[config.mk]
export PLATFORM = sky130hd
export DESIGN_NAME = uniboard_bridge_top
export DESIGN_NICKNAME = d
export VERILOG_FILES = /design/src/common/uniboard_pkg.sv /design/src/common/protocol_ifs.sv /design/src/design/uniboard_bridge_top.sv /design/src/protocol/reply_framer.sv /design/src/protocol/bus_sequencer.sv /design/src/protocol/frame_receiver.sv /design/src/uart/uart_transmitter.sv /design/src/uart/uart_receiver.sv
export VERILOG_INCLUDE_DIRS = /design/src /design/src/common
export SDC_FILE = /design/constraint.sdc
export NUM_CORES = 1
export LEC_CHECK = 0
export ABC_AREA = 1
export BUFFER_PORTS_ARGS = -buffer_cell sky130_fd_sc_hd__buf_2
export CORE_MARGIN = 2
export CORE_UTILIZATION = 55
export DETAILED_ROUTE_END_ITERATION = 6
export PLACE_DENSITY = 0.77
export SYNTH_ARGS = -nofsm -noshare
export SYNTH_HDL_FRONTEND = slang
export SYNTH_SLANG_ARGS = --single-unit
[constraint.sdc]
create_clock -name clk_12MHz -period 5.73 [get_ports clk_12MHz]
set_input_delay 1.146 -clock clk_12MHz [delete_from_list [all_inputs] [get_ports clk_12MHz]]
set_output_delay 1.146 -clock clk_12MHz [all_outputs]
set_load 0.01 [all_outputs]
[src/common/uniboard_defines.svh]
// Bridge timing and framing constants. The baud divisor assumes a 12 MHz clock
// and gives 1 Mbaud at the default of 12
`ifndef UNIBOARD_DEFINES_SVH
`define UNIBOARD_DEFINES_SVH

// Clock cycles per UART bit
`define UNIBOARD_BAUD_DIV 12

// Frame marker bytes
`define UNIBOARD_START_BYTE 8'h01
`define UNIBOARD_END_BYTE 8'h17
`define UNIBOARD_ESC_BYTE 8'h1B

// Header, address and up to four write bytes
`define UNIBOARD_BUF_DEPTH 6

// Select high time on a write, and wait from select rise to read capture
`define UNIBOARD_SELECT_CYCLES 2
`define UNIBOARD_SELECT_GAP_CYCLES 2

`endif
[src/common/uniboard_pkg.sv]
// Command types shared by the protocol blocks
// The header is one byte with the read flag in bit 7
package uniboard_pkg;

	// Bit 7 selects a plain read, bits 6:0 index one of 128 peripherals
	typedef struct packed {
		logic       read;
		logic [6:0] index;
	} cmd_header_t;

	// A decoded command frame
	// The write word carries frame byte 2 in its low byte
	// Bytes that the host did not send read as zero
	typedef struct packed {
		cmd_header_t header;
		logic [7:0]  addr;
		logic [31:0] wdata;
	} command_t;

endpackage

[src/common/protocol_ifs.sv]
// Links between the frame receiver, the bus sequencer and the reply framer
// cmd_valid and reply_start are single-cycle pulses
`timescale 1ns/10ps

interface command_if;
	logic                   cmd_valid;
	uniboard_pkg::command_t cmd;
	// High while no command or reply is in progress
	logic                   bridge_idle;

	modport sender (
		output cmd_valid,
		output cmd,
		input  bridge_idle
	);

	modport receiver (
		input  cmd_valid,
		input  cmd,
		output bridge_idle
	);
endinterface

interface reply_if;
	logic                      reply_start;
	uniboard_pkg::cmd_header_t reply_header;
	logic [7:0]                reply_addr;
	logic [31:0]               reply_data;
	// Number of data bytes in the reply, at most four
	logic [2:0]                reply_size;
	logic                      reply_done;

	modport source (
		output reply_start,
		output reply_header,
		output reply_addr,
		output reply_data,
		output reply_size,
		input  reply_done
	);

	modport sink (
		input  reply_start,
		input  reply_header,
		input  reply_addr,
		input  reply_data,
		input  reply_size,
		output reply_done
	);
endinterface

[src/design/uniboard_bridge_top.sv]
// UART command bridge for the rover control board
// External peripherals share reg_addr, rw and write_data and each has its own select
`timescale 1ns/10ps

module uniboard_bridge_top (
	input  logic         clk_12MHz,
	input  logic         reset,
	input  logic         uart_rx,
	output logic         uart_tx,
	output logic [7:0]   reg_addr,
	output logic         rw,
	output logic [127:0] select,
	output logic [31:0]  write_data,
	input  logic [31:0]  read_data,
	input  logic [2:0]   reg_size
);
	logic [7:0] rx_data;
	logic       rx_valid;
	logic [7:0] tx_data;
	logic       send;
	logic       busy;

	command_if u_command_if ();
	reply_if   u_reply_if ();

	uart_receiver u_uart_receiver (
		.clk_12MHz (clk_12MHz),
		.reset     (reset),
		.rx        (uart_rx),
		.rx_data   (rx_data),
		.rx_valid  (rx_valid)
	);

	frame_receiver u_frame_receiver (
		.clk_12MHz (clk_12MHz),
		.reset     (reset),
		.rx_data   (rx_data),
		.rx_valid  (rx_valid),
		.cmd       (u_command_if.sender)
	);

	bus_sequencer u_bus_sequencer (
		.clk_12MHz  (clk_12MHz),
		.reset      (reset),
		.cmd        (u_command_if.receiver),
		.reply      (u_reply_if.source),
		.reg_addr   (reg_addr),
		.rw         (rw),
		.select     (select),
		.write_data (write_data),
		.read_data  (read_data),
		.reg_size   (reg_size)
	);

	reply_framer u_reply_framer (
		.clk_12MHz (clk_12MHz),
		.reset     (reset),
		.reply     (u_reply_if.sink),
		.tx_data   (tx_data),
		.send      (send),
		.busy      (busy)
	);

	uart_transmitter u_uart_transmitter (
		.clk_12MHz (clk_12MHz),
		.reset     (reset),
		.tx_data   (tx_data),
		.send      (send),
		.tx        (uart_tx),
		.busy      (busy)
	);
endmodule

[src/protocol/reply_framer.sv]
// Sends start, header, address, reply_size data bytes and end
// Reply fields must stay stable from reply_start until reply_done
`timescale 1ns/10ps
`include "uniboard_defines.svh"

module reply_framer (
	input  logic       clk_12MHz,
	input  logic       reset,
	reply_if.sink      reply,
	output logic [7:0] tx_data,
	output logic       send,
	input  logic       busy
);
	typedef enum logic [1:0] {F_IDLE, F_LOAD, F_WAIT_BUSY, F_WAIT_IDLE} framer_state_t;

	framer_state_t state;
	logic [3:0]    byte_index;
	logic [3:0]    data_index;
	logic          escape_sent;
	logic          is_last;
	logic          is_special;
	logic [7:0]    next_byte;

	// Byte order is start, header, address, data LSB first, end
	always_comb
	begin
		is_last    = byte_index == {1'b0, reply.reply_size} + 4'd3;
		data_index = byte_index - 4'd3;
		if (byte_index == 4'd0)
			next_byte = `UNIBOARD_START_BYTE;
		else if (byte_index == 4'd1)
			next_byte = reply.reply_header;
		else if (byte_index == 4'd2)
			next_byte = reply.reply_addr;
		else if (is_last)
			next_byte = `UNIBOARD_END_BYTE;
		else
			next_byte = 8'(reply.reply_data >> {data_index, 3'b000});
		// the markers themselves go out bare
		is_special = byte_index != 4'd0 && !is_last
			&& (next_byte == `UNIBOARD_START_BYTE || next_byte == `UNIBOARD_END_BYTE
			|| next_byte == `UNIBOARD_ESC_BYTE);
	end

	always_ff @(posedge clk_12MHz)
	begin
		if (state == F_LOAD)
			tx_data <= (is_special && !escape_sent) ? `UNIBOARD_ESC_BYTE : next_byte;
	end

	always_ff @(posedge clk_12MHz)
	begin
		if (reset)
		begin
			state            <= F_IDLE;
			byte_index       <= 4'd0;
			escape_sent      <= 1'b0;
			send             <= 1'b0;
			reply.reply_done <= 1'b0;
		end
		else
		begin
			send             <= 1'b0;
			reply.reply_done <= 1'b0;
			case (state)
				F_IDLE:
					if (reply.reply_start)
					begin
						byte_index  <= 4'd0;
						escape_sent <= 1'b0;
						state       <= F_LOAD;
					end
				F_LOAD:
				begin
					// After an escape the same byte is loaded again, this time bare
					escape_sent <= is_special && !escape_sent;
					send        <= 1'b1;
					state       <= F_WAIT_BUSY;
				end
				F_WAIT_BUSY:
					if (busy)
						state <= F_WAIT_IDLE;
				default:
					if (!busy)
					begin
						if (escape_sent)
							state <= F_LOAD;
						else if (is_last)
						begin
							reply.reply_done <= 1'b1;
							state            <= F_IDLE;
						end
						else
						begin
							byte_index <= byte_index + 4'd1;
							state      <= F_LOAD;
						end
					end
			endcase
		end
	end
endmodule

[src/protocol/bus_sequencer.sv]
// Runs one command on the peripheral bus. A write is always read back
// Peripherals must hold read_data and reg_size while select is high
`timescale 1ns/10ps
`include "uniboard_defines.svh"

module bus_sequencer (
	input  logic         clk_12MHz,
	input  logic         reset,
	command_if.receiver  cmd,
	reply_if.source      reply,
	output logic [7:0]   reg_addr,
	output logic         rw,
	output logic [127:0] select,
	output logic [31:0]  write_data,
	input  logic [31:0]  read_data,
	input  logic [2:0]   reg_size
);
	typedef enum logic [2:0] {
		S_IDLE, S_WRITE_SELECT, S_WRITE_HOLD, S_WRITE_GAP,
		S_READ_SELECT, S_READ_HOLD, S_REPLY
	} seq_state_t;

	seq_state_t                state;
	logic [3:0]                cycle_count;
	uniboard_pkg::cmd_header_t header_q;

	assign cmd.bridge_idle    = state == S_IDLE;
	assign reply.reply_header = header_q;
	assign reply.reply_addr   = reg_addr;

	always_ff @(posedge clk_12MHz)
	begin
		if (state == S_IDLE && cmd.cmd_valid)
		begin
			header_q   <= cmd.cmd.header;
			reg_addr   <= cmd.cmd.addr;
			write_data <= cmd.cmd.wdata;
		end
		if (state == S_READ_HOLD && cycle_count == 4'(`UNIBOARD_SELECT_CYCLES))
		begin
			reply.reply_data <= read_data;
			reply.reply_size <= (reg_size > 3'd4) ? 3'd4 : reg_size;
		end
	end

	always_ff @(posedge clk_12MHz)
	begin
		if (reset)
		begin
			state             <= S_IDLE;
			cycle_count       <= 4'd0;
			rw                <= 1'b1;
			select            <= 128'd0;
			reply.reply_start <= 1'b0;
		end
		else
		begin
			reply.reply_start <= 1'b0;
			cycle_count       <= cycle_count + 4'd1;
			case (state)
				S_IDLE:
					if (cmd.cmd_valid)
					begin
						rw    <= cmd.cmd.header.read;
						state <= cmd.cmd.header.read ? S_READ_SELECT : S_WRITE_SELECT;
					end
				S_WRITE_SELECT:
				begin
					select      <= 128'd1 << header_q.index;
					cycle_count <= 4'd0;
					state       <= S_WRITE_HOLD;
				end
				S_WRITE_HOLD:
					if (cycle_count == 4'(`UNIBOARD_SELECT_CYCLES - 1))
					begin
						select      <= 128'd0;
						cycle_count <= 4'd0;
						state       <= S_WRITE_GAP;
					end
				S_WRITE_GAP:
					// Readback of the written register starts here
					if (cycle_count == 4'(`UNIBOARD_SELECT_GAP_CYCLES - 1))
					begin
						rw    <= 1'b1;
						state <= S_READ_SELECT;
					end
				S_READ_SELECT:
				begin
					select      <= 128'd1 << header_q.index;
					cycle_count <= 4'd0;
					state       <= S_READ_HOLD;
				end
				S_READ_HOLD:
					if (cycle_count == 4'(`UNIBOARD_SELECT_CYCLES))
					begin
						select            <= 128'd0;
						reply.reply_start <= 1'b1;
						state             <= S_REPLY;
					end
				default:
					if (reply.reply_done)
						state <= S_IDLE;
			endcase
		end
	end
endmodule

[src/protocol/frame_receiver.sv]
// Unescapes incoming frames and issues a command on a valid end byte
// Bytes that arrive while the bridge is busy are lost and close any open frame
`timescale 1ns/10ps
`include "uniboard_defines.svh"

module frame_receiver (
	input  logic       clk_12MHz,
	input  logic       reset,
	input  logic [7:0] rx_data,
	input  logic       rx_valid,
	command_if.sender  cmd
);
	logic [7:0] buffer [`UNIBOARD_BUF_DEPTH];
	logic [2:0] count;
	logic       frame_open;
	logic       escape;
	logic       accept;
	logic       is_start;
	logic       is_end;
	logic       is_esc;
	logic       open_frame;
	logic       store_byte;

	always_comb
	begin
		accept   = rx_valid && cmd.bridge_idle;
		is_start = rx_data == `UNIBOARD_START_BYTE;
		is_end   = rx_data == `UNIBOARD_END_BYTE;
		is_esc   = rx_data == `UNIBOARD_ESC_BYTE;
		// An escaped start byte is data, not a new frame
		open_frame = accept && !escape && is_start;
		store_byte = accept && frame_open && (escape || !(is_start || is_end || is_esc))
			&& count < 3'(`UNIBOARD_BUF_DEPTH);
	end

	// Header, address, then the write word with byte 2 lowest
	assign cmd.cmd = {buffer[0], buffer[1], buffer[5], buffer[4], buffer[3], buffer[2]};

	always_ff @(posedge clk_12MHz)
	begin
		if (open_frame)
		begin
			for (int i = 0; i < `UNIBOARD_BUF_DEPTH; i++)
				buffer[i] <= 8'h00;
		end
		else if (store_byte)
			buffer[count] <= rx_data;
	end

	always_ff @(posedge clk_12MHz)
	begin
		if (reset)
		begin
			frame_open    <= 1'b0;
			escape        <= 1'b0;
			count         <= 3'd0;
			cmd.cmd_valid <= 1'b0;
		end
		else
		begin
			cmd.cmd_valid <= 1'b0;
			if (rx_valid && !cmd.bridge_idle)
			begin
				frame_open <= 1'b0;
				escape     <= 1'b0;
			end
			else if (open_frame)
			begin
				frame_open <= 1'b1;
				count      <= 3'd0;
			end
			else if (accept && frame_open)
			begin
				if (escape)
					escape <= 1'b0;
				else if (is_esc)
					escape <= 1'b1;
				else if (is_end)
				begin
					// Header and address are the least a command needs
					frame_open    <= 1'b0;
					cmd.cmd_valid <= count >= 3'd2;
				end
				if (store_byte)
					count <= count + 3'd1;
			end
		end
	end
endmodule

[src/uart/uart_transmitter.sv]
// 8N1 transmitter. A send pulse is only taken while busy is low
// tx_data is sampled on the cycle of the send pulse
`timescale 1ns/10ps
`include "uniboard_defines.svh"

module uart_transmitter (
	input  logic       clk_12MHz,
	input  logic       reset,
	input  logic [7:0] tx_data,
	input  logic       send,
	output logic       tx,
	output logic       busy
);
	logic [9:0]  shift_reg;
	logic [15:0] tick_count;
	logic [3:0]  bit_count;

	// Line idles high between frames
	assign tx = busy ? shift_reg[0] : 1'b1;

	// Stop bit, data LSB first, start bit at the bottom
	always_ff @(posedge clk_12MHz)
	begin
		if (send && !busy)
			shift_reg <= {1'b1, tx_data, 1'b0};
		else if (busy && tick_count == 16'd0)
			shift_reg <= {1'b1, shift_reg[9:1]};
	end

	always_ff @(posedge clk_12MHz)
	begin
		if (reset)
		begin
			busy       <= 1'b0;
			tick_count <= 16'd0;
			bit_count  <= 4'd0;
		end
		else if (!busy)
		begin
			busy       <= send;
			tick_count <= 16'(`UNIBOARD_BAUD_DIV - 1);
			bit_count  <= 4'd0;
		end
		else if (tick_count != 16'd0)
			tick_count <= tick_count - 16'd1;
		else
		begin
			tick_count <= 16'(`UNIBOARD_BAUD_DIV - 1);
			// Ten bits in all, busy drops at the end of the stop bit
			if (bit_count == 4'd9)
				busy <= 1'b0;
			else
				bit_count <= bit_count + 4'd1;
		end
	end
endmodule

[src/uart/uart_receiver.sv]
// 8N1 receiver, one rx_valid pulse per byte with a high stop bit
// Bytes with a low stop bit are dropped without notice
`timescale 1ns/10ps
`include "uniboard_defines.svh"

module uart_receiver (
	input  logic       clk_12MHz,
	input  logic       reset,
	input  logic       rx,
	output logic [7:0] rx_data,
	output logic       rx_valid
);
	typedef enum logic [1:0] {RX_IDLE, RX_START, RX_DATA, RX_STOP} rx_state_t;

	rx_state_t   state;
	logic [1:0]  rx_sync;
	logic [15:0] tick_count;
	logic [2:0]  bit_index;

	// Data bits arrive LSB first and shift in from the top
	always_ff @(posedge clk_12MHz)
	begin
		if (state == RX_DATA && tick_count == 16'd0)
			rx_data <= {rx_sync[1], rx_data[7:1]};
	end

	always_ff @(posedge clk_12MHz)
	begin
		if (reset)
		begin
			state      <= RX_IDLE;
			rx_sync    <= 2'b11;
			tick_count <= 16'd0;
			bit_index  <= 3'd0;
			rx_valid   <= 1'b0;
		end
		else
		begin
			rx_sync  <= {rx_sync[0], rx};
			rx_valid <= 1'b0;
			case (state)
				RX_IDLE:
					if (!rx_sync[1])
					begin
						// Half a bit brings us to the middle of the start bit
						tick_count <= 16'(`UNIBOARD_BAUD_DIV / 2 - 1);
						state      <= RX_START;
					end
				RX_START:
					if (tick_count != 16'd0)
						tick_count <= tick_count - 16'd1;
					else if (rx_sync[1])
						state <= RX_IDLE;
					else
					begin
						tick_count <= 16'(`UNIBOARD_BAUD_DIV - 1);
						bit_index  <= 3'd0;
						state      <= RX_DATA;
					end
				RX_DATA:
					if (tick_count != 16'd0)
						tick_count <= tick_count - 16'd1;
					else
					begin
						tick_count <= 16'(`UNIBOARD_BAUD_DIV - 1);
						bit_index  <= bit_index + 3'd1;
						if (bit_index == 3'd7)
							state <= RX_STOP;
					end
				default:
					if (tick_count != 16'd0)
						tick_count <= tick_count - 16'd1;
					else
					begin
						rx_valid <= rx_sync[1];
						state    <= RX_IDLE;
					end
			endcase
		end
	end
endmodule

* Word level (Yosys, flattened, before mapping)
Memory sizes are Yosys's and may differ from the RTL's. A register that Yosys moved wholly into a read port is not among the register bits. Index checks and enable logic that the tools add are counted.
Storage, ports and cells: RAM bits 48, logic and storage cells 242, input bits 38, memory bits (read-only) 0, memories kept 1, bits in latches 0, bits in registers 265, output and inout port bits 170
Operators by class: $lt $le $gt $ge 3, divide/modulo/power cells 0, bitwise logic cells 9, shift operators 2, add/subtract/negate cells 9, multipliers 0, reduce and logical (&&, ||, !) cells 68, equal/unequal tests 41, multiplexer cells 78
Memory list:
- u_frame_receiver.buffer | words 6, width 8, read ports 6, clocked after memory_dff 5, wr ports 6, RTL line frame_receiver.sv:13 | logic [7:0] buffer [`UNIBOARD_BUF_DEPTH];
Operators by type and width (number):
- 128-bit one-hot mux with 3 select lines | 1
- 128-bit 2-to-1 mux | 2
- 1-bit by 7-bit left shift with 128-bit output (first input constant) | 1
- 16-bit 2-to-1 mux | 5
- 16-bit one-hot mux with 3 select lines | 1
- 8-bit 2-to-1 mux | 5
- 3-bit 2-to-1 mux | 13
- 8-bit by 5-bit == test with 1-bit output (second input constant) | 4
- 16-bit zero test | 2
- 16-bit nonzero test | 2
- 32-bit by 7-bit >> shifter with 8-bit output | 1
- 16-bit by 1-bit subtractor with 16-bit output (second input constant) | 2
- 4-bit 2-to-1 mux | 7
- 2-bit != test (second input constant) | 13
- 1-bit 2-to-1 mux | 24
- 2-bit 2-to-1 mux | 10
- 9-bit 2-to-1 mux | 2
- 3-bit one-hot mux with 6 select lines | 1
- 8-bit by 1-bit == test with 1-bit output (second input constant) | 2
- 4-bit one-hot mux with 2 select lines | 2
- 1-bit logical AND | 15
- 3-bit AND reduction | 5
- 5-bit AND reduction | 3
- 2-bit nonzero test | 7
- 39 further kinds | 80

* Depth between registers and ports, before layout
depth in word-level cells 12, mapped depth 19

* Modules after synthesis
A second synthesis with hierarchy kept.
Second synthesis, totals: cell total of the unflattened synthesis 1718, area total of the unflattened synthesis 16040.4 um2
By module, submodules not included:
- bus_sequencer | times used 1, area an instance 8844.7 um2, cells an instance 838
- frame_receiver | times used 1, area an instance 2214.6 um2, cells an instance 183
- uart_receiver | times used 1, area an instance 1666.6 um2, cells an instance 220
- reply_framer | times used 1, area an instance 1659.1 um2, cells an instance 278
- uart_transmitter | times used 1, area an instance 1655.3 um2, cells an instance 199

* Worst setup path before layout
Ideal clock, no wire load.
path type reg2reg, from reg u_bus_sequencer.cycle_count[0], to reg u_bus_sequencer.select[100], data arrival time 3.977 ns, data required time 5.598 ns, slack 1.620 ns, stages on the path, launching flop included 12, library setup time 0.132 ns, period minus slack after synthesis 4.110 ns, cells stage by stage dfxtp_1 > inv_1 > ha_1 > nand3_1 > nor3_1 > inv_1 > a21oi_1 > inv_2 > buf_2 > buf_4 > nand2_1 > a21oi_1
Between the ends: word-level cells in the longest chain between the ends 3
RTL lines:
- start, declared | RTL line bus_sequencer.sv:24 | logic [3:0] cycle_count;
- start signal, assigned | RTL line bus_sequencer.sv:59 | cycle_count <= cycle_count + 4'd1;
- 4-bit by 2-bit == test with 1-bit output or 4-bit by 1-bit == test with 1-bit output (tied branches) | RTL line bus_sequencer.sv:94, bus_sequencer.sv:74
- 2-bit != test (no source line) or 2-bit by 1-bit != test with 1-bit output (tied branches)
- 3-bit AND reduction (no source line) (*)
- end signal, assigned | RTL line bus_sequencer.sv:69 | select <= 128'd1 << header_q.index;
- end signal, assigned | RTL line bus_sequencer.sv:89 | select <= 128'd1 << header_q.index;
- end, declared | RTL line bus_sequencer.sv:13 | output logic [127:0] select,
Mark *: on every way between the ends. The rest lies on a longest branch, timed or not. A chain may end at the register's enable or synchronous reset.

* Final worst setup path
from reg u_reply_framer.byte_index[0], to reg u_reply_framer.tx_data[1], data pin
Between the ends: word-level cells in the longest chain between the ends 11
RTL lines:
- start, declared | RTL line reply_framer.sv:17 | logic [3:0] byte_index;
- start signal, assigned | RTL line reply_framer.sv:95 | byte_index <= byte_index + 4'd1;
- 4-bit by 2-bit subtractor with 4-bit output | RTL line reply_framer.sv:28 | data_index = byte_index - 4'd3;
- 32-bit by 7-bit >> shifter with 8-bit output | RTL line reply_framer.sv:38 | next_byte = 8'(reply.reply_data >> {data_index, 3'b000});
- 8-bit 2-to-1 mux | RTL line reply_framer.sv:35 | else if (is_last)
- 8-bit 2-to-1 mux | RTL line reply_framer.sv:33 | else if (byte_index == 4'd2)
- 8-bit 2-to-1 mux | RTL line reply_framer.sv:31 | else if (byte_index == 4'd1)
- 8-bit 2-to-1 mux | RTL line reply_framer.sv:29 | if (byte_index == 4'd0)
- 8-bit by 1-bit == test with 1-bit output (no source line) or 8-bit by 5-bit == test with 1-bit output (tied branches)
- 1-bit logical OR (no source line) (2 in series)
- 1-bit logical AND | RTL line reply_framer.sv:40 | is_special = byte_index != 4'd0 && !is_last
- 1-bit logical AND | RTL line reply_framer.sv:48 | tx_data <= (is_special && !escape_sent) ? `UNIBOARD_ESC_BYTE : next_byte;
- end signal, assigned | RTL line reply_framer.sv:48
- end, declared | RTL line reply_framer.sv:10 | output logic [7:0] tx_data,
Several ways; a longest one is shown, not always the timed one.

==> flow_summary.json <==
{
  "dieWidth_um": 168.2,
  "drive_above_1_share": 0.1808,
  "highest_layer": "met4",
  "synth_nets": 1714,
  "setup_violations": 0,
  "cp_slowest_stage_delay_ps": 830,
  "ys_warn_count": 0,
  "fin_nets": 1893,
  "path_class": "flip-flop to flip-flop",
  "fin_worst_skew_ps": 16.71,
  "seq_area_frac_synth": 0.5809,
  "drcViolationCount": 0,
  "largest_reg_flops": 128,
  "syn_inst": 1651,
  "cts.sinks": 353,
  "initial_utilization": 0.5551,
  "final_antenna_net_count": 0,
  "max-cap-violations": 0,
  "worstMarginPinSlew_ps": 1140,
  "ir_drop_uv": 385.3,
  "grt-ovfl-total": 0,
  "mostFrequentLayoutCells": "304 x nand2_1, 206 x buf_2, 198 x dfxtp_1",
  "slowest_stage": "dfxtp_1",
  "met1Wirelength_mm": 15.39,
  "num_antenna_cells": 0,
  "netlist_area_um2": 14840,
  "place_ws_ps": 2347,
  "grt_first_pass_wirelength_mm": 57.45,
  "crit_fanout": 24,
  "async_flop_share": 0,
  "largest-register": "u_bus_sequencer.select",
  "status": "complete, no violations",
  "ys_types": 54,
  "antenna_found_initial": 0,
  "crit_arrival_ps": 3680,
  "gp_congestion": 0.8873,
  "drv_slew": 0,
  "min_period_ps": 3423,
  "largest_registers": "u_bus_sequencer.select (128), u_frame_receiver.buffer (48)",
  "ios": 208,
  "synth.avg_cell_area_um2": 8.986,
  "clockRootBuffer": "clkbuf_16",
  "wl_per_cell_um": 16.34,
  "die_area_um2": 28300,
  "p_leak_nw": 6.884,
  "max_clock_freq_mhz": 292.2,
  "vias": 12010,
  "grt_setup_unrepaired": "false",
  "routed_via_density": 5.460,
  "yosysTopAreaCell": "edfxtp_1",
  "fill_cells": 2196,
  "synth_compound_area_frac": 0.1027,
  "cts-resized-gates": 0,
  "h-tree-depth": 2,
  "ys.flop_type": "dfxtp_1",
  "synth-simple-area-share": 0.2194,
  "synth.area.top_cells": "edfxtp_1 31%, dfxtp_1 27%, nand2_1 7.7%, a21oi_1 5.9%, nor2_1 5.0%",
  "wirelength_mm": 35.92,
  "cp_cell_sequence": "inv_2, ha_1, inv_1, nor2_1, o21ai_0, nand2_1, nand2_1, nand2_1, nand2_1, nand3_1, nand2_1, nand2_1, nand2_1, nand3_1, nand3b_1, nand2_1",
  "relSlewSlack": 0.2356,
  "dr.pass1.iters": 5,
  "final_common_cell": "nand2_1",
  "clock_latency_ps": 520,
  "critical_path.top_delay_family": "simple AND/OR/NAND/NOR gates",
  "crit_top_cell": "nand2_1",
  "grt_usage": 0.2506,
  "period_share": 0.5973,
  "grt_max_degree": 77,
  "clk_pin_slew_ps": 60,
  "crit_buf_inv": 2,
  "tns_ps": 0,
  "synth-xor-area-share": 0.006410,
  "grt_pass1_vias": 11240,
  "cts_tree": "done",
  "hpwl_mm": 24.44,
  "io_buffer_count": 207,
  "synthMuxAreaShare": 0,
  "critPathCaptureType": "flip-flop",
  "drt_iter0_drc": 1169,
  "num_rows": 60,
  "wl_met3_mm": 2.752,
  "synth_edf_count": 155,
  "powerDensity_nw_per_um2": 412.8,
  "route.met2.wl_mm": 16.60,
  "cts_hold_buf": 0,
  "required_ps": 5990,
  "area_growth_pct": 16.40,
  "cp-start-kind": "flip-flop",
  "core_area_um2": 26730,
  "postCtsSetupBuffers": 0,
  "setup_slack_ps": 2307,
  "fp.dieH_um": 168.2,
  "synth_top_family_by_area": "simple AND/OR/NAND/NOR gates",
  "synth_fa_ha_area_frac": 0.02108,
  "cts_inserted_buffers": 38,
  "netlist.area_leader.share": 0.3137,
  "hold_violations": 0,
  "hold_class": "flip-flop to flip-flop",
  "synth-seq-cells": 353,
  "cts.path.max_buffers": 3
}
[where the power goes]
group	switching, mW	internal (mW)
Sequential	0.120	2.75
Combinational	1.34	0.465
Clock	0.964	1.50
[kinds of logic after synthesis]
logic type / Yosys count
AO/OA/AOI/OAI: 274
adder cells (fa/ha/maj): 25
AND/OR/NAND/NOR: 742
XOR/XNOR: 10
flip-flops: 353
buffers and inverters: 247
[final timing paths]
check | from | cells after the start | slack, ps | end
min reg2reg | u_uart_receiver.rx_sync[0]$_SDFF_PP1_ | 1 | 410 | u_uart_receiver.rx_sync[1]$_SDFF_PP1_
max | u_reply_framer.byte_index[0]$_SDFFE_PP0P_ | 16 | 2310 | u_reply_framer.tx_data[1]$_SDFFCE_PP1P_
max reg2reg | u_reply_framer.byte_index[0]$_SDFFE_PP0P_ | 16 | 2310 | u_reply_framer.tx_data[1]$_SDFFCE_PP1P_
min | u_uart_receiver.rx_sync[0]$_SDFF_PP1_ | 1 | 410 | u_uart_receiver.rx_sync[1]$_SDFF_PP1_
[metal layers]
metal / global-route usage / vias up
li1: - / 5855
met1: 0.3410 / 5595
met2: 0.3990 / 471
met3: 0.05477 / 86
met4: 0.08733 / 0
met5: 0 / -
[synthesized netlist by cell type (2+ instances only)]
master       n
nor3_1      35
o21bai_1     2
nor4_1       5
inv_2       17
nor2_4      10
o21a_1       4
xor2_1       6
a211oi_1    10
a21oi_4      2
nand2_2      2
nor2_2       8
or2_1        2
clkbuf_1    48
a32o_1       7
and3_1       2
o21ai_0     54
buf_1        3
buf_4       16
nand3_2      3
o2111ai_1    2
xnor2_1      3
nand2_1    304
buf_6        3
nand3_1    143
or2_2        5
o22ai_1      5
clkinv_1     4
nor3_2       2
nand2_4      2
nand4_1     19
buf_2        7
a31oi_1      3
edfxtp_1   155
a21oi_1    176
ha_1        25
inv_1      147
nor2_1     196
dfxtp_1    198
[cell type report]
cell class / instances / area [um^2] / area share
timing repair buffer: 217 / 1114 / 0.06448
sequential: 353 / 8618 / 0.4991
clock buffer: 50 / 1067 / 0.06180
tap: 341 / 426.7 / 0.02471
multi-input combinational: 1051 / 5194 / 0.3008
inverter: 169 / 638.1 / 0.03695
clock inverter: 18 / 211.5 / 0.01224
[through the flow]
stage | total power, mW | util | instances | hold slack [ps] | cell area (um^2)
2_1_floorplan | 4.413 | - | 1651 | 389.5 | 14840
3_3_place_gp | 4.649 | 0.5983 | 2131 | 396.7 | 15990
3_5_place_dp | 4.692 | 0.5983 | 2131 | 397.3 | 15990
4_1_cts | 7.136 | 0.6462 | 2199 | 415.6 | 17270
5_1_grt | 7.507 | 0.6462 | 2199 | 425.5 | 17270
6_report | 7.129 | 0.6462 | 2199 | 412.0 | 17270
No activity file was read; power rests on OpenSTA's default activity.
